<file path="src/logic/pe_ctrl_pkg.sv">
// shared constants, enums and packed structs for the pe array controller and its testbench
package pe_ctrl_pkg;

    // pe array shape
    localparam int pe_rows = 4;
    localparam int pe_cols = 4;
    localparam int pe_count = pe_rows * pe_cols;  // one mac enable per pe

    // register file address widths
    localparam int actv_addr_w = 2;
    localparam int wgt_addr_w = 2;
    localparam int psum_addr_w = 2;

    // temporal mapping tables
    localparam int tm_depth = 16;
    localparam int tm_idx_w = 4;

    typedef logic [tm_idx_w-1:0] tm_idx_t;  // table index or tile counter

    typedef enum logic [1:0] {op_actv, op_wgt, op_psum} operand_e;

    // configuration target, index picks the operand for cfg_tile_last
    typedef enum logic [2:0] {
        cfg_tile_last,
        cfg_actv_addr,
        cfg_wgt_addr,
        cfg_psum_addr,
        cfg_mac_mask
    } cfg_sel_e;

    typedef enum logic [2:0] {st_idle, st_fill, st_compute, st_stall, st_swap, st_done} sched_state_e;

    typedef struct packed {
        cfg_sel_e sel;
        tm_idx_t index;
        logic [pe_count-1:0] data;
    } cfg_write_t;

    // one strobe per rf buffer, bit 0 is buffer 0
    typedef struct packed {
        logic [1:0] actv_sent;
        logic [1:0] wgt_sent;
    } gbf_sent_t;

    typedef struct packed {
        logic [1:0] actv_need;
        logic [1:0] wgt_need;
    } rf_need_t;

    typedef struct packed {
        logic [pe_count-1:0] mac_en;
        logic actv_sel;
        logic [actv_addr_w-1:0] actv_addr;
        logic wgt_sel;
        logic [wgt_addr_w-1:0] wgt_addr;
        logic psum_bank;
        logic [psum_addr_w-1:0] psum_addr;
    } pe_ctrl_t;

endpackage
</file>
<file path="src/logic/pe_array_controller.sv">
// top of the pe array controller, joins the mapping store, the trackers and the layer FSM
`timescale 1ns/1ps

module pe_array_controller (
    input  logic                    clk,
    input  logic                    reset,
    input  logic                    cfg_wr,
    input  pe_ctrl_pkg::cfg_write_t cfg,
    input  logic                    layer_start,
    input  logic                    finish,
    input  logic                    su_done,
    input  pe_ctrl_pkg::gbf_sent_t  sent,
    output pe_ctrl_pkg::rf_need_t   need,
    output pe_ctrl_pkg::pe_ctrl_t   pe_ctrl,
    output logic                    pe_psum_finish,
    output logic                    conv_finish
);

    logic clear;
    logic advance;
    logic actv_swap;
    logic wgt_swap;
    logic psum_swap;
    logic fill_ready;

    pe_ctrl_pkg::tm_idx_t actv_count;
    pe_ctrl_pkg::tm_idx_t wgt_count;
    pe_ctrl_pkg::tm_idx_t psum_count;
    pe_ctrl_pkg::tm_idx_t actv_last;
    pe_ctrl_pkg::tm_idx_t wgt_last;
    pe_ctrl_pkg::tm_idx_t psum_last;

    logic actv_sel, actv_end, actv_ready;
    logic wgt_sel, wgt_end, wgt_ready;
    logic psum_bank, psum_end, psum_ready;
    logic [1:0] actv_rf_need;
    logic [1:0] wgt_rf_need;

    assign need = '{actv_need: actv_rf_need, wgt_need: wgt_rf_need};
    assign fill_ready = !actv_rf_need[0] && !wgt_rf_need[0];  // both buffer 0 loaded

    temporal_map u_map (
        .clk(clk), .reset(reset), .cfg_wr(cfg_wr), .cfg(cfg), .advance(advance),
        .actv_idx(actv_count), .wgt_idx(wgt_count), .psum_idx(psum_count),
        .actv_sel(actv_sel), .wgt_sel(wgt_sel), .psum_bank(psum_bank),
        .actv_last(actv_last), .wgt_last(wgt_last), .psum_last(psum_last),
        .pe_ctrl(pe_ctrl)
    );

    rf_buffer_tracker u_actv (
        .clk(clk), .reset(reset), .clear(clear), .advance(advance), .swap(actv_swap),
        .sent(sent.actv_sent), .tile_last(actv_last), .count(actv_count), .sel(actv_sel),
        .tile_end(actv_end), .swap_ready(actv_ready), .need(actv_rf_need)
    );

    rf_buffer_tracker u_wgt (
        .clk(clk), .reset(reset), .clear(clear), .advance(advance), .swap(wgt_swap),
        .sent(sent.wgt_sent), .tile_last(wgt_last), .count(wgt_count), .sel(wgt_sel),
        .tile_end(wgt_end), .swap_ready(wgt_ready), .need(wgt_rf_need)
    );

    psum_bank_tracker u_psum (
        .clk(clk), .reset(reset), .clear(clear), .advance(advance), .swap(psum_swap),
        .su_done(su_done), .tile_last(psum_last), .count(psum_count), .bank(psum_bank),
        .tile_end(psum_end), .swap_ready(psum_ready), .pe_psum_finish(pe_psum_finish)
    );

    schedule_fsm u_fsm (
        .clk(clk), .reset(reset), .layer_start(layer_start), .finish(finish),
        .actv_end(actv_end), .actv_ready(actv_ready),
        .wgt_end(wgt_end), .wgt_ready(wgt_ready),
        .psum_end(psum_end), .psum_ready(psum_ready),
        .fill_ready(fill_ready), .clear(clear), .advance(advance),
        .actv_swap(actv_swap), .wgt_swap(wgt_swap), .psum_swap(psum_swap),
        .conv_finish(conv_finish)
    );

endmodule

</file>
<file path="src/logic/schedule_fsm.sv">
// layer FSM that issues mac cycles, stalls on missing refills or drains and swaps at tile ends
`timescale 1ns/1ps

module schedule_fsm (
    input  logic clk,
    input  logic reset,
    input  logic layer_start,
    input  logic finish,
    input  logic actv_end,
    input  logic actv_ready,
    input  logic wgt_end,
    input  logic wgt_ready,
    input  logic psum_end,
    input  logic psum_ready,
    input  logic fill_ready,
    output logic clear,
    output logic advance,
    output logic actv_swap,
    output logic wgt_swap,
    output logic psum_swap,
    output logic conv_finish
);

    pe_ctrl_pkg::sched_state_e state;
    pe_ctrl_pkg::sched_state_e state_next;

    logic finish_pend;  // finish seen, stop at the next tile boundary
    logic stop_now;
    logic any_end;
    logic all_ready;

    assign stop_now = finish_pend | finish;
    assign any_end  = actv_end | wgt_end | psum_end;

    // only operands whose tile ended have to be ready
    assign all_ready = (!actv_end || actv_ready) &&
                       (!wgt_end || wgt_ready) &&
                       (!psum_end || psum_ready);

    always_comb begin
        state_next = state;
        clear      = 1'b0;
        advance    = 1'b0;
        case (state)
            pe_ctrl_pkg::st_idle, pe_ctrl_pkg::st_done: begin
                if (layer_start) begin
                    state_next = pe_ctrl_pkg::st_fill;
                    clear      = 1'b1;
                end
            end
            pe_ctrl_pkg::st_fill: begin
                if (fill_ready) begin  // buffer 0 of actv and wgt both loaded
                    state_next = pe_ctrl_pkg::st_compute;
                end
            end
            pe_ctrl_pkg::st_compute: begin
                advance = 1'b1;  // every compute cycle is an issue
                if (any_end) begin
                    if (stop_now) begin
                        state_next = pe_ctrl_pkg::st_done;
                    end else if (all_ready) begin
                        state_next = pe_ctrl_pkg::st_swap;
                    end else begin
                        state_next = pe_ctrl_pkg::st_stall;
                    end
                end
            end
            pe_ctrl_pkg::st_stall: begin
                if (stop_now) begin
                    state_next = pe_ctrl_pkg::st_done;
                end else if (all_ready) begin
                    state_next = pe_ctrl_pkg::st_swap;
                end
            end
            pe_ctrl_pkg::st_swap: state_next = pe_ctrl_pkg::st_compute;
            default: state_next = pe_ctrl_pkg::st_idle;
        endcase
    end

    // tile_end stays high through the stall, so it still marks the operand here
    assign actv_swap = (state == pe_ctrl_pkg::st_swap) && actv_end;
    assign wgt_swap  = (state == pe_ctrl_pkg::st_swap) && wgt_end;
    assign psum_swap = (state == pe_ctrl_pkg::st_swap) && psum_end;

    always_ff @(posedge clk) begin
        if (reset) begin
            state       <= pe_ctrl_pkg::st_idle;
            finish_pend <= 1'b0;
            conv_finish <= 1'b0;
        end else begin
            state       <= state_next;
            conv_finish <= (state_next == pe_ctrl_pkg::st_done);
            if (clear) begin
                finish_pend <= 1'b0;
            end else if (finish) begin
                finish_pend <= 1'b1;
            end
        end
    end

endmodule

</file>
<file path="src/logic/psum_bank_tracker.sv">
// psum bank ping-pong with drain status from the su adder and the tile counter for psum addresses
`timescale 1ns/1ps

module psum_bank_tracker (
    input  logic                 clk,
    input  logic                 reset,
    input  logic                 clear,
    input  logic                 advance,
    input  logic                 swap,
    input  logic                 su_done,
    input  pe_ctrl_pkg::tm_idx_t tile_last,
    output pe_ctrl_pkg::tm_idx_t count,
    output logic                 bank,
    output logic                 tile_end,
    output logic                 swap_ready,
    output logic                 pe_psum_finish
);

    logic drained;  // adder has taken the previous bank

    assign tile_end   = (count == tile_last);
    assign swap_ready = drained;

    always_ff @(posedge clk) begin
        if (reset) begin
            bank           <= 1'b0;
            count          <= '0;
            drained        <= 1'b1;
            pe_psum_finish <= 1'b0;
        end else if (clear) begin
            bank           <= 1'b0;
            count          <= '0;
            drained        <= 1'b1;  // nothing to drain at layer start
            pe_psum_finish <= 1'b0;
        end else begin
            pe_psum_finish <= swap;  // one pulse per bank hand-over
            if (swap) begin
                bank    <= ~bank;
                count   <= '0;
                drained <= 1'b0;     // old bank now waits for the adder
            end else begin
                if (su_done) begin
                    drained <= 1'b1;
                end
                if (advance && !tile_end) begin
                    count <= count + 1'b1;
                end
            end
        end
    end

endmodule

</file>
<file path="src/logic/rf_buffer_tracker.sv">
// double buffer bookkeeping for one streamed operand, used once for actv and once for wgt
`timescale 1ns/1ps

module rf_buffer_tracker (
    input  logic                 clk,
    input  logic                 reset,
    input  logic                 clear,
    input  logic                 advance,
    input  logic                 swap,
    input  logic [1:0]           sent,
    input  pe_ctrl_pkg::tm_idx_t tile_last,
    output pe_ctrl_pkg::tm_idx_t count,
    output logic                 sel,
    output logic                 tile_end,
    output logic                 swap_ready,
    output logic [1:0]           need
);

    logic [1:0] loaded;       // buffer holds a full tile from the gbf
    logic [1:0] loaded_next;
    logic       active;       // set once a layer has started

    // counter parks at tile_last until the swap, so this holds through a stall
    assign tile_end   = (count == tile_last);
    assign swap_ready = loaded[~sel];  // next tile already in the other buffer
    assign need       = active ? ~loaded : 2'b00;

    // a strobe for a loaded buffer changes nothing
    always_comb begin
        loaded_next = loaded | sent;
        if (swap) begin
            loaded_next[sel] = 1'b0;  // finished buffer goes back for refill
        end
    end

    always_ff @(posedge clk) begin
        if (reset) begin
            active <= 1'b0;
            loaded <= 2'b00;
            sel    <= 1'b0;
            count  <= '0;
        end else if (clear) begin
            active <= 1'b1;
            loaded <= 2'b00;
            sel    <= 1'b0;
            count  <= '0;
        end else begin
            loaded <= loaded_next;
            if (swap) begin
                sel   <= ~sel;
                count <= '0;
            end else if (advance && !tile_end) begin
                count <= count + 1'b1;
            end
        end
    end

endmodule

</file>
<file path="src/logic/temporal_map.sv">
// temporal mapping store, written through the config port and read once per issue into pe_ctrl
`timescale 1ns/1ps

module temporal_map (
    input  logic                    clk,
    input  logic                    reset,
    input  logic                    cfg_wr,
    input  pe_ctrl_pkg::cfg_write_t cfg,
    input  logic                    advance,
    input  pe_ctrl_pkg::tm_idx_t    actv_idx,
    input  pe_ctrl_pkg::tm_idx_t    wgt_idx,
    input  pe_ctrl_pkg::tm_idx_t    psum_idx,
    input  logic                    actv_sel,
    input  logic                    wgt_sel,
    input  logic                    psum_bank,
    output pe_ctrl_pkg::tm_idx_t    actv_last,
    output pe_ctrl_pkg::tm_idx_t    wgt_last,
    output pe_ctrl_pkg::tm_idx_t    psum_last,
    output pe_ctrl_pkg::pe_ctrl_t   pe_ctrl
);

    // address sequences, one entry per issue within a tile
    logic [pe_ctrl_pkg::actv_addr_w-1:0] actv_tab [pe_ctrl_pkg::tm_depth];
    logic [pe_ctrl_pkg::wgt_addr_w-1:0]  wgt_tab  [pe_ctrl_pkg::tm_depth];
    logic [pe_ctrl_pkg::psum_addr_w-1:0] psum_tab [pe_ctrl_pkg::tm_depth];

    logic [pe_ctrl_pkg::pe_count-1:0] mac_mask;  // spatial unroll, same for every issue

    // host writes, only between layers
    always_ff @(posedge clk) begin
        if (cfg_wr) begin
            case (cfg.sel)
                pe_ctrl_pkg::cfg_tile_last: begin
                    case (pe_ctrl_pkg::operand_e'(cfg.index[1:0]))
                        pe_ctrl_pkg::op_actv: actv_last <= cfg.data[pe_ctrl_pkg::tm_idx_w-1:0];
                        pe_ctrl_pkg::op_wgt:  wgt_last <= cfg.data[pe_ctrl_pkg::tm_idx_w-1:0];
                        pe_ctrl_pkg::op_psum: psum_last <= cfg.data[pe_ctrl_pkg::tm_idx_w-1:0];
                        default: ;  // index 3 selects nothing
                    endcase
                end
                pe_ctrl_pkg::cfg_actv_addr: begin
                    actv_tab[cfg.index] <= cfg.data[pe_ctrl_pkg::actv_addr_w-1:0];
                end
                pe_ctrl_pkg::cfg_wgt_addr: begin
                    wgt_tab[cfg.index] <= cfg.data[pe_ctrl_pkg::wgt_addr_w-1:0];
                end
                pe_ctrl_pkg::cfg_psum_addr: begin
                    psum_tab[cfg.index] <= cfg.data[pe_ctrl_pkg::psum_addr_w-1:0];
                end
                pe_ctrl_pkg::cfg_mac_mask: begin
                    mac_mask <= cfg.data;
                end
                default: ;
            endcase
        end
    end

    // issue word, each operand looks up at its own counter
    always_ff @(posedge clk) begin
        if (reset) begin
            pe_ctrl <= '0;
        end else if (advance) begin
            pe_ctrl.mac_en    <= mac_mask;
            pe_ctrl.actv_sel  <= actv_sel;
            pe_ctrl.actv_addr <= actv_tab[actv_idx];
            pe_ctrl.wgt_sel   <= wgt_sel;
            pe_ctrl.wgt_addr  <= wgt_tab[wgt_idx];
            pe_ctrl.psum_bank <= psum_bank;
            pe_ctrl.psum_addr <= psum_tab[psum_idx];
        end else begin
            pe_ctrl <= '0;  // idle word, no mac and zero addresses
        end
    end

endmodule

</file>
<file path="config.mk">
export PLATFORM = sky130hd
export DESIGN_NAME = pe_array_controller
export DESIGN_NICKNAME = d
export VERILOG_FILES = /design/src/logic/pe_ctrl_pkg.sv /design/src/logic/pe_array_controller.sv /design/src/logic/schedule_fsm.sv /design/src/logic/psum_bank_tracker.sv /design/src/logic/rf_buffer_tracker.sv /design/src/logic/temporal_map.sv
export SDC_FILE = /design/constraint.sdc
export NUM_CORES = 1
export LEC_CHECK = 0
export BUFFER_PORTS_ARGS = -buffer_cell sky130_fd_sc_hd__buf_2
export CAP_MARGIN = 10
export CELL_PAD_IN_SITES_DETAIL_PLACEMENT = 0
export CELL_PAD_IN_SITES_GLOBAL_PLACEMENT = 1
export CORE_ASPECT_RATIO = 0.7
export CORE_MARGIN = 2
export CORE_UTILIZATION = 25
export DETAILED_ROUTE_END_ITERATION = 6
export HOLD_SLACK_MARGIN = 0.15
export PLACE_DENSITY_LB_ADDON = 0.1
export SLEW_MARGIN = 20
export SYNTH_ARGS = -nofsm -noshare
export SYNTH_HDL_FRONTEND = slang
export SYNTH_SLANG_ARGS = --single-unit
</file>
<file path="constraint.sdc">
create_clock -name clk -period 4.2 [get_ports clk]
set_clock_uncertainty 0.05 [all_clocks]
set_input_delay 0.42 -clock clk [delete_from_list [all_inputs] [get_ports clk]]
set_output_delay 0.42 -clock clk [all_outputs]
set_load 0.02 [all_outputs]
</file>
-- Yosys cells after proc, flatten, opt, wreduce, memory -nomap -nowiden
Memory sizes are Yosys's and may differ from the RTL's. A register that Yosys moved wholly into a read port is not among the register bits.
Cells that the tools add are included.
- memories: 3
- register bits after elaboration: 74
- output and inout port bits: 31
- logic and storage cells: 131
- bits of input ports: 33
- memory bits (writable): 96
- memory list (name ; words ; width ; rd ports ; clocked after memory_dff ; wr ports ; RTL line ; text):
    u_map.actv_tab ; 16 ; 2 ; 1 ; 1 ; 1 ; temporal_map.sv:23 ; logic [pe_ctrl_pkg::actv_addr_w-1:0] actv_tab [pe_ctrl_pkg::tm_depth];
    u_map.psum_tab ; 16 ; 2 ; 1 ; 1 ; 1 ; temporal_map.sv:25 ; logic [pe_ctrl_pkg::psum_addr_w-1:0] psum_tab [pe_ctrl_pkg::tm_depth];
    u_map.wgt_tab ; 16 ; 2 ; 1 ; 1 ; 1 ; temporal_map.sv:24 ; logic [pe_ctrl_pkg::wgt_addr_w-1:0] wgt_tab [pe_ctrl_pkg::tm_depth];
- bitwise logic cells: 15
- reduce and logical (&&, ||, !) cells: 33
- add/subtract/negate cells: 3
- eq/ne operators: 15
- mux-type cells: 34
- magnitude comparators: 6
- operators with widths (kind ; number):
    3-bit two-way mux ; 7
    1-bit two-way mux ; 20
    3-bit one-hot mux with 5 select lines ; 1
    4-bit by 1-bit adder with 4-bit output (second input constant) ; 3
    3-bit by 2-bit equality test with 1-bit output (second input constant) ; 4
    3-bit equality test (second input constant) ; 4
    4-bit equality test ; 3
    1-bit logical AND ; 11
    3-bit AND reduction ; 3
    3-bit OR reduction ; 3
    1-bit by 2-bit < comparator with 1-bit output (second input constant) ; 4
    2-bit two-way mux ; 4
    2-bit inverter ; 4
    3-bit by 1-bit equality test with 1-bit output (second input constant) ; 2
    3-bit zero test ; 2
    2-bit OR reduction ; 3
    1-bit zero test ; 5
    2-bit AND ; 2
    1-bit inverter ; 4
    2-bit bitwise OR ; 2
    1-bit logical OR ; 3
    1-bit bitwise OR ; 3
    1-bit demux with 1-bit select ; 2
    2-bit by 1-bit equality test with 1-bit output (second input constant) ; 1
    5 further kinds ; 6

-- Logic depth before layout (Yosys ltp)
Gate-level depths: netlist of the first run.
- depth in word-level cells: 11
- gate-level depth with buffers: 7
- depth with buffers taken out: 5

-- Modules after synthesis
From an unflattened synthesis of the first run, not the netlist that was laid out.
- cell total of the unflattened synthesis: 524
- area total of the unflattened synthesis: 7071.8 sq um
- by module, submodules not included (module ; seq. area each (sq um) ; cells an instance ; instances ; area an instance (sq um)):
    temporal_map ; 4224.1 ; 360 ; 1 ; 5590.4
    rf_buffer_tracker ; 160.2 ; 43 ; 2 ; 400.4
    schedule_fsm ; 100.1 ; 44 ; 1 ; 341.6
    psum_bank_tracker ; 140.1 ; 33 ; 1 ; 335.3
    pe_array_controller ; 0.0 ; 1 ; 1 ; 3.8

-- Worst setup path after synthesis of the first run
Ideal clock, no wire load.
- kind: reg-to-reg
- start: register u_psum.count[1]
- end: register u_fsm.conv_finish
- setup time: 0.145 ns
- required time: 4.005 ns
- cell stages (with the launch flop): 7
- clock period less this slack: 1.706 ns
- arrival: 1.511 ns
- setup slack: 2.494 ns
- path buffers: 1
- path through: dfxtp_1 > buf_6 > xor2_1 > nor4_2 > a222oi_1 > o311ai_1 > a32oi_1
- word-level cells in the longest chain between the ends: 9
- elaborated cells on any way between the ends: 12
- classes of those cells: eq/ne: 2; mux: 6; bitwise: 1; reduce/logical: 3
- ends and longest elaborated chain (element ; RTL line ; text):
    start: declaration ; psum_bank_tracker.sv:12 ; output pe_ctrl_pkg::tm_idx_t count,
    start signal: assignment ; psum_bank_tracker.sv:46 ; count <= count + 1'b1;
    4-bit equality test * ; psum_bank_tracker.sv:21 ; assign tile_end = (count == tile_last);
    1-bit zero test ; schedule_fsm.sv:38 ; (!psum_end || psum_ready);
    1-bit logical OR ; schedule_fsm.sv:38 ;
    1-bit logical AND ; schedule_fsm.sv:37 ; (!wgt_end || wgt_ready) &&
    3-bit two-way mux ; schedule_fsm.sv:61 ; end else if (all_ready) begin
    3-bit two-way mux ; schedule_fsm.sv:59 ; if (stop_now) begin
    3-bit two-way mux ; schedule_fsm.sv:58 ; if (any_end) begin
    3-bit one-hot mux with 5 select lines * ; schedule_fsm.sv:44 ; case (state)
    3-bit equality test * ; schedule_fsm.sv:92 ; conv_finish <= (state_next == pe_ctrl_pkg::st_done);
    end signal: assignment ; schedule_fsm.sv:92 ;
    end: declaration ; schedule_fsm.sv:21 ; output logic conv_finish
Mark *: on every way between the ends. The rest lies on a longest branch, timed or not.
A chain may end at the register's enable or synchronous reset.

-- Worst setup path in the final report of the first run
- start: register u_psum.count[0]
- end: register u_fsm.conv_finish
The elaborated chain is that of the path after synthesis.

==> results of run 1 <==
[final timing paths]
check | startpoint | to | slack [ns]
max | u_psum.count[0] | u_fsm.conv_finish | 1.78
min | su_done | u_psum.swap_ready | 0.17
max reg2reg | u_psum.count[0] | u_fsm.conv_finish | 1.78
min reg2reg | u_map.mac_mask[7] | u_map.pe_ctrl[16] | 0.39
[synthesized netlist by cell type (6+ instances only)]
library cell | instances | area (um2)
edfxtp_1 | 124 | 3720
nor2_1 | 78 | 293
dfxtp_1 | 52 | 1040
mux4_2 | 22 | 495
and2_1 | 20 | 125
nand2_1 | 17 | 63.8
xor2_1 | 15 | 131
a21oi_1 | 14 | 70.1
nor2b_1 | 14 | 87.6
a211oi_1 | 12 | 90.1
mux2i_1 | 11 | 110
nand3_1 | 10 | 50.1
clkbuf_1 | 8 | 30.0
o21ai_0 | 8 | 40.0
nor3_1 | 7 | 35.0
buf_2 | 6 | 30.0
[timing repair]
item,4_1_cts,5_1_grt
hold endpoints to repair,12,0
buffers inserted,0,0
hold buffers,12,0
[worst register-to-register path, cell delays in order (launching register included)]
cell and delay, ns:
dfxtp_1 0.84, xor2_1 0.23, nor4_2 0.07, buf_4 0.18, a222oi_1 0.63, o311ai_1 0.18
a32oi_1 0.17
[flip-flops by register name (all words and copies together), names as in the netlist, 2 cells and up]
name,cells
u_map.actv_tab,32
u_map.psum_tab,32
u_map.wgt_tab,32
u_map.pe_ctrl,25
u_map.mac_mask,16
u_actv.count,4
u_map.actv_last,4
u_map.psum_last,4
u_map.wgt_last,4
u_psum.count,4
u_wgt.count,4
u_fsm.state,3
u_actv.loaded,2
u_wgt.loaded,2
[where the power goes]
part	internal [W]	switching [W]	total, W	leakage, nW
registers	0.00189	0.0000327	0.00192	1.54
clock network	0.000886	0.000723	0.00161	0.280
logic	0.0000863	0.000136	0.000223	0.980
[area by class of cell]
type | count | area [um2] | area share (%)
inverters | 2 | 7.51 | 0.0903
clock inverters | 14 | 154 | 1.85
well taps | 364 | 455 | 5.48
clock buffers | 18 | 429 | 5.16
flip-flops and latches | 176 | 4760 | 57.3
multi-input cells | 276 | 2040 | 24.6
repair buffers | 78 | 458 | 5.51
[stage by stage]
stage / utilization, % / setup slack [ns] / total power, W / hold WS (ns)
global placement: 28.1 / 1.80 / 0.00218 / 0.374
CTS: 30.8 / 1.73 / 0.00380 / 0.151
finish: 30.8 / 1.78 / 0.00375 / 0.174
global route: 30.8 / 1.57 / 0.00390 / 0.170
detailed placement: 28.1 / 1.73 / 0.00218 / 0.375
floorplan: - / 2.49 / 0.00208 / 0.370
[metal layers]
metal / track usage, % / vias up / wire, um
li1: - / 1930 / -
met1: 18.3 / 2065 / 8800
met2: 17.7 / 62 / 7300
met3: 3.15 / 13 / 583
met4: 4.30 / 0 / 223
met5: 0 / - / 0
[logic make-up (layout without fill, tap and decap cells)]
logic type               Yosys count  after routing  synth area share (%)
buffers and inverters             24            112                  1.95
XOR/XNOR                          16             16                  2.02
flip-flops                       176            176                  68.6
AND/OR/NAND/NOR                  170            170                  12.3
AO/OA/AOI/OAI                     52             52                  5.03
adder cells (fa/ha/maj)            3              3                 0.541
multiplexers                      35             35                  9.48
==> out/qor.txt, run 1 <==
Yosys warns: 0
Crit path time final: 2.42 ns
First-pass GRT wire length: 26.3 mm
GRT overflow: 0
Leak: 2.80 nW
Clock Pin Slew Worst Setup and Hold Paths: 0.07 ns
Max-slew violation count: 0
Gr usage total: 12.5%
DIE WIDTH: 203 um
Worst hold path type: in -> reg
Maximum clock rate: 0.413 GHz
Setup_tns: 0 ns
Worst-case clock buffer depth: 2
CORE AREA: 0.0270 mm2
Final instance area: 0.00831 mm2
Worst setup SP type: flop
Row count: 50
CP endpoint kind: flop
DR WL/cell: 18.2 um
Commonest non-fill, non-tap cell in the layout: edfxtp_1
DP Cell Count: 884
Worst path cell trace: xor2_1, nor4_2, buf_4, a222oi_1, o311ai_1, a32oi_1
Clock sink count: 176
WP data arrival: 2.73 ns
Starting DRT DRC Count: 294
Most frequent cells in the layout: edfxtp_1, nor2_1, buf_2, dfxtp_1, mux4_2
Nets@finish: 587
Clk_lat worst skew: 0.44 ns
Antenna diodes: 0
Slowest stage cell, crit path: dfxtp_1
CTS tree: yes
Crit path buf inv count: 1
Die Y: 143 um
Antenna violations before repair: 0
Worst Reg-to-Reg Cells: 6
Routed wire length: 16.9 mm
Slew headroom: 33.9%
Synth Cell Area: 0.00694 mm2
RSZ-0062 raised after global routing: no
CP Class: reg -> reg
#FFs+latches synth: 176
TritonRoute pass-1 iters: 5
PD cells: 451 mW/mm2
Number of global-route vias before repair: 4297
Synth cell types: 49
Post-DP HPWL: 11.7 mm
Setup violations, final: 0
Slew @ Worst Pin: 0.991 ns
CP required: 4.51 ns
Fillers: 2739
Die area: 0.0291 mm2
Post-route DRC: 0
Root Buffer: clkbuf_16
Ys flop type: edfxtp_1
Inserted Clock Buffers: 17
Gpl congestion: 0.720
Hold depth: 3
Final ANT Viol Nets: 0
Number of flops mapped to enable cells by yosys: 124
# IOs: 64
Placement Cell Area: 0.00761 mm2
Vias/cell: 4.39
Via count: 4070
Endpoints failing hold: 0
Crit Path Max Fanout: 14
Syn_nets: 512
Worst path depth: 6
VDD IR-drop max: 0.000288 V
Input/output buffers: 63
Asr flop ratio synth: 0%
Post_cts resized: 0
Register area share after synthesis: 68.6%
Syn Inst Count: 476
Period utilisation layout: 57.7%
MaxCap Viol Count: 0
Layout area overhead: 19.8%
Fin cells: 928
Crit-path max cell delay: 0.84 ns
Pin count of the biggest net entering global routing: 53
Layout cell share with drive strength beyond 1: 22.3%
Initial Util: 25.7%
Kind of cell adding the most delay to the critical path: compound AO/OA/AOI/OAI gates
Htree depth: 4
Post-Syn Area per Cell: 14.6 um2
Status: completed
Power figures use the tool's default switching activity.
==> run 2, diff against run 1 <==
- ABC_AREA: not set -> 1
- clock period: 4.2 -> 2.2 ns (I/O delays scaled with it)
==> run 2 against run 1 <==
Effect of this change:
- combinational power increased to 4.2 times the previous value
- maximum frequency increased by 21%
- final area increased by 5.9%
- clock power increased by 94%
- highest routed layer unchanged
- largest cell class unchanged
==> out/qor.txt, run 2 <==
Htree depth: 4 (unchanged)
Period utilisation layout: 90.7% (+33 points)
DIE WIDTH: 206 um (+1.6%)
Gpl congestion: 0.742 (+3.1%)
Final instance area: 0.00880 mm2 (+5.9%)
Post-DP HPWL: 13.8 mm (+18%)
Power Internal: 0.00568 W (+99%)
GRT overflow: 0 (unchanged)
Fin worst setup slack: 0.204 ns (-1.57 ns)
Slew @ Worst Pin: 0.590 ns (-0.401 ns)
Hold-fix buffers, CTS: 24 (+12)
Setup_tns: 0 ns (unchanged)
Initial Util: 25.6% (-0.092 points)
Post-Syn Area per Cell: 10.4 um2 (-28%)
Clock power share: 40.2% (-2.7 points)
Fillers: 2849 (+4.0%)
Crit path time final: 2.00 ns (-0.428 ns)
Routed wire length: 19.2 mm (+14%)
Die area: 0.0301 mm2 (+3.2%)
Post_cts resized: 0 (unchanged)
# IOs: 64 (unchanged)
Placement Cell Area: 0.00795 mm2 (+4.6%)
Post-route DRC: 0 (unchanged)
Share of total power in combinational logic: 12.1% (+6.2 points)
Yosys warns: 0 (unchanged)
Clock Pin Slew Worst Setup and Hold Paths: 0.07 ns (about the same)
Number of flops mapped to enable cells by yosys: 124 (unchanged)
Worst hold slack: 0.168 ns (-0.00591 ns)
Input/output buffers: 63 (unchanged)
Commonest non-fill, non-tap cell in the layout: nor2_1
Ys flop type: edfxtp_1
Syn_nets: 723 (+41%)
Layout area overhead: 22.8%
WP data arrival: 2.27 ns (-0.46 ns)
Switching power: 0.00208 W (+130%)
Synth top area share: 51.9% (-1.7 points)
CP endpoint kind: flop
Register area share after synthesis: 66.5% (-2.2 points)
Dpl ws: 0.380 ns (-1.35 ns)
Row count: 51 (+2.0%)
Via count: 5062 (+24%)
Cell taking the most area after synthesis: edfxtp_1
Worst-case clock buffer depth: 2 (unchanged)
Endpoints failing hold: 0 (unchanged)
Sequential share of power: 47.7% (-3.5 points)
Nets@finish: 825 (+41%)
TritonRoute pass-1 iters: 5 (unchanged)
Top-count cell post-synth: nor2_1
RSZ-0062 raised after global routing: no
Clock sink count: 176 (unchanged)
CP required: 2.47 ns (-2.04 ns)
Leak: 3.35 nW (+20%)
First-pass GRT wire length: 29.9 mm (+14%)
Top Registers: u_map.actv_tab: 32 flops, u_map.psum_tab: 32 flops, u_map.wgt_tab: 32 flops
Sw frac: 26.8% (+3.0 points)
Top cells by count, synth: nor2_1, edfxtp_1, nand2_1, o21ai_0, inv_1
Maximum clock rate: 0.501 GHz (+21%)
Largest cells by area after synthesis: edfxtp_1, dfxtp_1, nor2_1, nand2_1, o21ai_0
Starting DRT DRC Count: 410 (+39%)
Antenna violations before repair: 0 (unchanged)
Most frequent cells in the layout: nor2_1, edfxtp_1, nand2_1, buf_2, o21ai_0
Status: completed
Final ANT Viol Nets: 0 (unchanged)
Antenna diodes: 0 (unchanged)
Worst hold path type: in -> reg
Syn Inst Count: 687 (+44%)
Slew headroom: 60.6% (+27 points)
CP Class: reg -> reg
Number of global-route vias before repair: 5163 (+20%)
Setup violations, final: 0 (unchanged)
Post-CTS Repair Setup Buffers: 0 (unchanged)
Synth Cell Area: 0.00717 mm2 (+3.3%)
Gr usage total: 13.4% (+0.94 points)
Inserted Clock Buffers: 17 (unchanged)
Total Power: 0.00776 W (+110%)
CORE AREA: 0.0280 mm2 (+3.7%)
CTS tree: yes
Root Buffer: clkbuf_16
Crit Path Max Fanout: 9 (-5)
Clk_lat worst skew: 0.43 ns (about the same)
PD cells: 881 mW/mm2 (+95%)
Layout cell share with drive strength beyond 1: 20.0% (-2.4 points)
VDD IR-drop max: 0.000513 V (+78%)
Vias/cell: 4.32 (-1.6%)
Die Y: 146 um (+1.6%)
MaxCap Viol Count: 0 (unchanged)
Pin count of the biggest net entering global routing: 52 (-1.9%)
Max-slew violation count: 0 (unchanged)
DR WL/cell: 16.4 um (-10%)
#FFs+latches synth: 176 (unchanged)
Synth cell types: 34 (-31%)
Worst setup SP type: flop
Asr flop ratio synth: 0% (unchanged)
[run 2: cell count changes in the layout (fill, tap and decap cells not counted), sizes merged, moves of 20 or more]
cell | previous run | this run
o21ai | 9 | 69
nand2 | 17 | 92
mux4 | 24 | 0
nor2 | 79 | 173
inv | 7 | 77
and2 | 20 | 0
[run 2: kinds of logic after synthesis]
logic type | share of synthesized area, %
and+or+nand+nor | 17.6
DFF | 66.5
AOI/OAI and AO/OA | 9.81
buffers and inverters | 5.65
adders and majority gates | 0.524
[run 2: worst paths after layout]
kind                                   startpoint                end  slack, ns  cells after the start
worst min register to register  u_map.mac_mask[6]  u_map.pe_ctrl[15]       0.42                      2
worst min-delay path                  layer_start       u_wgt.active       0.17                      5
worst max-delay path              u_psum.count[2]  u_psum.swap_ready       0.20                      8
worst max register to register    u_psum.count[2]  u_psum.swap_ready       0.20                      8
[run 2: area by class of cell]
class	count	area (um2)	share of cell area, %
Clock inverter	11	85.1	0.966
Multi-Input combinational cell	418	2000	22.7
Inverter	70	268	3.04
Sequential cell	176	4760	54.1
Tap cell	371	464	5.27
Clock buffer	21	526	5.97
Timing Repair Buffer	106	698	7.93
[run 2: power by group through the flow]
stage,registers [W],clock network [W],logic (W)
floorplan,0.00379,0,0.000569
global placement,0.00378,0,0.000920
detailed placement,0.00378,0,0.000917
CTS,0.00370,0.00321,0.000953
global route,0.00371,0.00333,0.00106
finish,0.00370,0.00312,0.000937
[run 2: worst max-delay path: stages, from the launching register on]
cell and delay [ns]:
dfxtp_1 0.58, inv_4 0.09, nand2_2 0.07, nand2_1 0.06, nor2_2 0.16, nand3_1 0.15, o21ai_0 0.11, nand2_1 0.07
dlygate4sd3_1 0.55
[run 2: layer usage]
layer  up-vias  global-route usage, %  part of all wire [%]
met1      2430                   19.8                    52
met2        93                   18.9                    42
met5         -                      0                     0
li1       2517                      -                     -
met4         0                   4.21                   1.5
met3        22                   3.47                   4.1
[run 2: through the flow]
step / cells / utilization [%]
finish: 1173 / 31.4
global route: 1173 / 31.4
CTS: 1173 / 31.4
detailed placement: 1117 / 28.4
global placement: 1117 / 28.4
floorplan: 687 / -
==> run 3, diff against run 2 <==
- SYNTH_HIERARCHICAL: not set -> 1
==> run 3 against run 2 <==
Effect of this change:
- first-iteration DRC count shrank 17%
- final area up 5.6%
- synthesized area rose by 6.3%
- synthesized cell count up 21%
- maximum frequency is 13% higher
- global-route usage decreased by 0.32 points
==> out/qor.txt, run 3 <==
Worst setup SP type: primary input
# IOs: 64 (unchanged)
Period utilisation layout: 80.6% (-10 points)
Starting DRT DRC Count: 339 (-17%)
Syn_nets: 865 (+20%)
Post_cts resized: 0 (unchanged)
CP required: 2.26 ns (-0.21 ns)
Final instance area: 0.00930 mm2 (+5.6%)
Number of global-route vias before repair: 5295 (+2.6%)
TritonRoute pass-1 iters: 4 (-1)
Crit path time final: 1.77 ns (-0.222 ns)
Worst hold path type: in -> reg
First-pass GRT wire length: 30.5 mm (+2.1%)
Most frequent cells in the layout: nand2_1, inv_1, edfxtp_1, nor2_1, nand3_1
Max-slew violation count: 0 (unchanged)
Worst Reg-to-Reg Cells: 10 (+2)
Antenna violations before repair: 0 (unchanged)
DIE WIDTH: 213 um (+3.0%)
Root Buffer: clkbuf_16
DR WL/cell: 14.5 um (-12%)
CP Class: in -> reg
Clock Pin Slew Worst Setup and Hold Paths: 0.07 ns (about the same)
GRT overflow: 0 (unchanged)
Vias/cell: 4.02 (-6.8%)
Synth cell types: 24 (-29%)
Post-DP HPWL: 13.7 mm (-0.32%)
Post-route DRC: 0 (unchanged)
RSZ-0062 raised after global routing: no
Top Registers: u_map/actv_tab: 32 flops, u_map/psum_tab: 32 flops, u_map/wgt_tab: 32 flops
Via count: 5469 (+8.0%)
Placement Cell Area: 0.00848 mm2 (+6.6%)
WP data arrival: 1.84 ns (-0.43 ns)
Pin count of the biggest net entering global routing: 53 (+1.9%)
Nets@finish: 971 (+18%)
Finished Core Util: 31.0% (-0.40 points)
Slew @ Worst Pin: 0.605 ns (+0.0146 ns)
Largest cells by area after synthesis: edfxtp_1, dfxtp_1, nand2_1, inv_1, nor2_1
DP Cell Count: 1305 (+17%)
Fillers: 3199 (+12%)
Post-Syn Area per Cell: 9.19 um2 (-12%)
Gr usage total: 13.1% (-0.32 points)
Die Y: 150 um (+3.0%)
Setup violations, final: 0 (unchanged)
Fin worst setup slack: 0.427 ns (+0.222 ns)
PD cells: 813 mW/mm2 (-7.8%)
Clk_lat worst skew: 0.45 ns (+0.02 ns)
Crit Path Max Fanout: 6 (-3)
Status: completed
Inserted Clock Buffers: 17 (unchanged)
VDD IR-drop max: 0.000437 V (-15%)
Setup_tns: 0 ns (unchanged)
Final ANT Viol Nets: 0 (unchanged)
Top-count cell post-synth: nand2_1
Hold depth: 2 (-3)
CTS tree: yes
Cell taking the most area after synthesis: edfxtp_1
Fin cells: 1360 (+16%)
CORE AREA: 0.0300 mm2 (+7.0%)
Htree depth: 4 (unchanged)
Input/output buffers: 63 (unchanged)
Synth top area share: 48.9% (-3.1 points)
Maximum clock rate: 0.564 GHz (+13%)
Worst-case clock buffer depth: 2 (unchanged)
Yosys warns: 6 (+6)
Synth Cell Area: 0.00762 mm2 (+6.3%)
Area occupied by multi-input gates: 0.00215 mm2 (+7.6%)
Ys flop type: edfxtp_1
Endpoints failing hold: 0 (unchanged)
Dpl ws: 0.387 ns (+0.00627 ns)
Gpl congestion: 0.729 (-1.7%)
Commonest non-fill, non-tap cell in the layout: nand2_1
Clock sink count: 177 (+0.57%)
Initial Util: 25.4% (-0.17 points)
Leak: 3.91 nW (+17%)
Register area share after synthesis: 62.8% (-3.7 points)
Number of flops mapped to enable cells by yosys: 124 (unchanged)
Slew headroom: 59.7% (-0.97 points)
Asr flop ratio synth: 0% (unchanged)
Reg area: 0.00478 mm2 (+0.42%)
Layout area overhead: 22.1%
MaxCap Viol Count: 0 (unchanged)
Routed wire length: 19.7 mm (+2.4%)
CP endpoint kind: flop
#FFs+latches synth: 177 (+0.57%)
Antenna diodes: 0 (unchanged)
Syn Inst Count: 829 (+21%)
Layout cell share with drive strength beyond 1: 15.6% (-4.3 points)
Top cells by count, synth: nand2_1, inv_1, edfxtp_1, nor2_1, nand3_1
Die area: 0.0319 mm2 (+6.1%)
Row count: 53 (+3.9%)
## run 3: routing by layer
layer  vias up  wire [um]  global-route usage (%)
li1       2829          -                       -
met1      2569      11000                    20.1
met2        59       7850                    17.7
met3        12        574                    3.25
met4         0        196                    3.99
met5         -          0                       0
## run 3: critical path, stage by stage
cell and delay (ns):
dlygate4sd3_1 0.54, buf_2 0.17, inv_1 0.09, nor2_1 0.23
nand2_1 0.25, nor2_1 0.34
## run 3: logic make-up after synthesis
kind of cell    synth area share [%]
compound gates                  1.90
xor+xnor                       0.460
fa+ha+maj                      0.493
buf+inv                         8.97
flops                           62.8
mux                            0.148
simple gates                    25.2
## run 3: report_power, final
group,internal (W),total (W),switching (W)
logic,0.000262,0.000830,0.000568
registers,0.00364,0.00368,0.0000437
clock network,0.00163,0.00305,0.00142
total,0.00553,0.00756,0.00203
## run 3: layout make-up
type,count,area share [%]
multi-input combinational,492,23.1
clock buffer,20,5.15
sequential,177,51.4
inverter,143,5.93
clock inverter,12,1.20
tap,412,5.54
timing repair buffer,104,7.59
## run 3: repair_timing
| action | in CTS | in global routing |
|---|---|---|
| buffers inserted | 0 | 0 |
| hold buffers | 23 | 0 |
| endpoints found under the hold margin | 34 | 0 |
## run 3: worst paths after layout
check	start	end	slack [ns]
setup / recovery	cfg[17]	u_map/actv_tab[2][0]	0.43
hold / removal	cfg[0]	u_map/psum_tab[11][0]	0.21
setup reg to reg	u_psum/count[2]	u_psum/bank	0.43
hold reg to reg	u_psum/bank	u_map/pe_ctrl[2]	0.38
## run 3: per-stage QoR
step | hold slack (ns) | total power (W)
2_1_floorplan | 0.239 | 0.00427
3_3_place_gp | 0.347 | 0.00458
3_5_place_dp | 0.348 | 0.00457
4_1_cts | 0.200 | 0.00769
5_1_grt | 0.220 | 0.00792
6_report | 0.215 | 0.00756
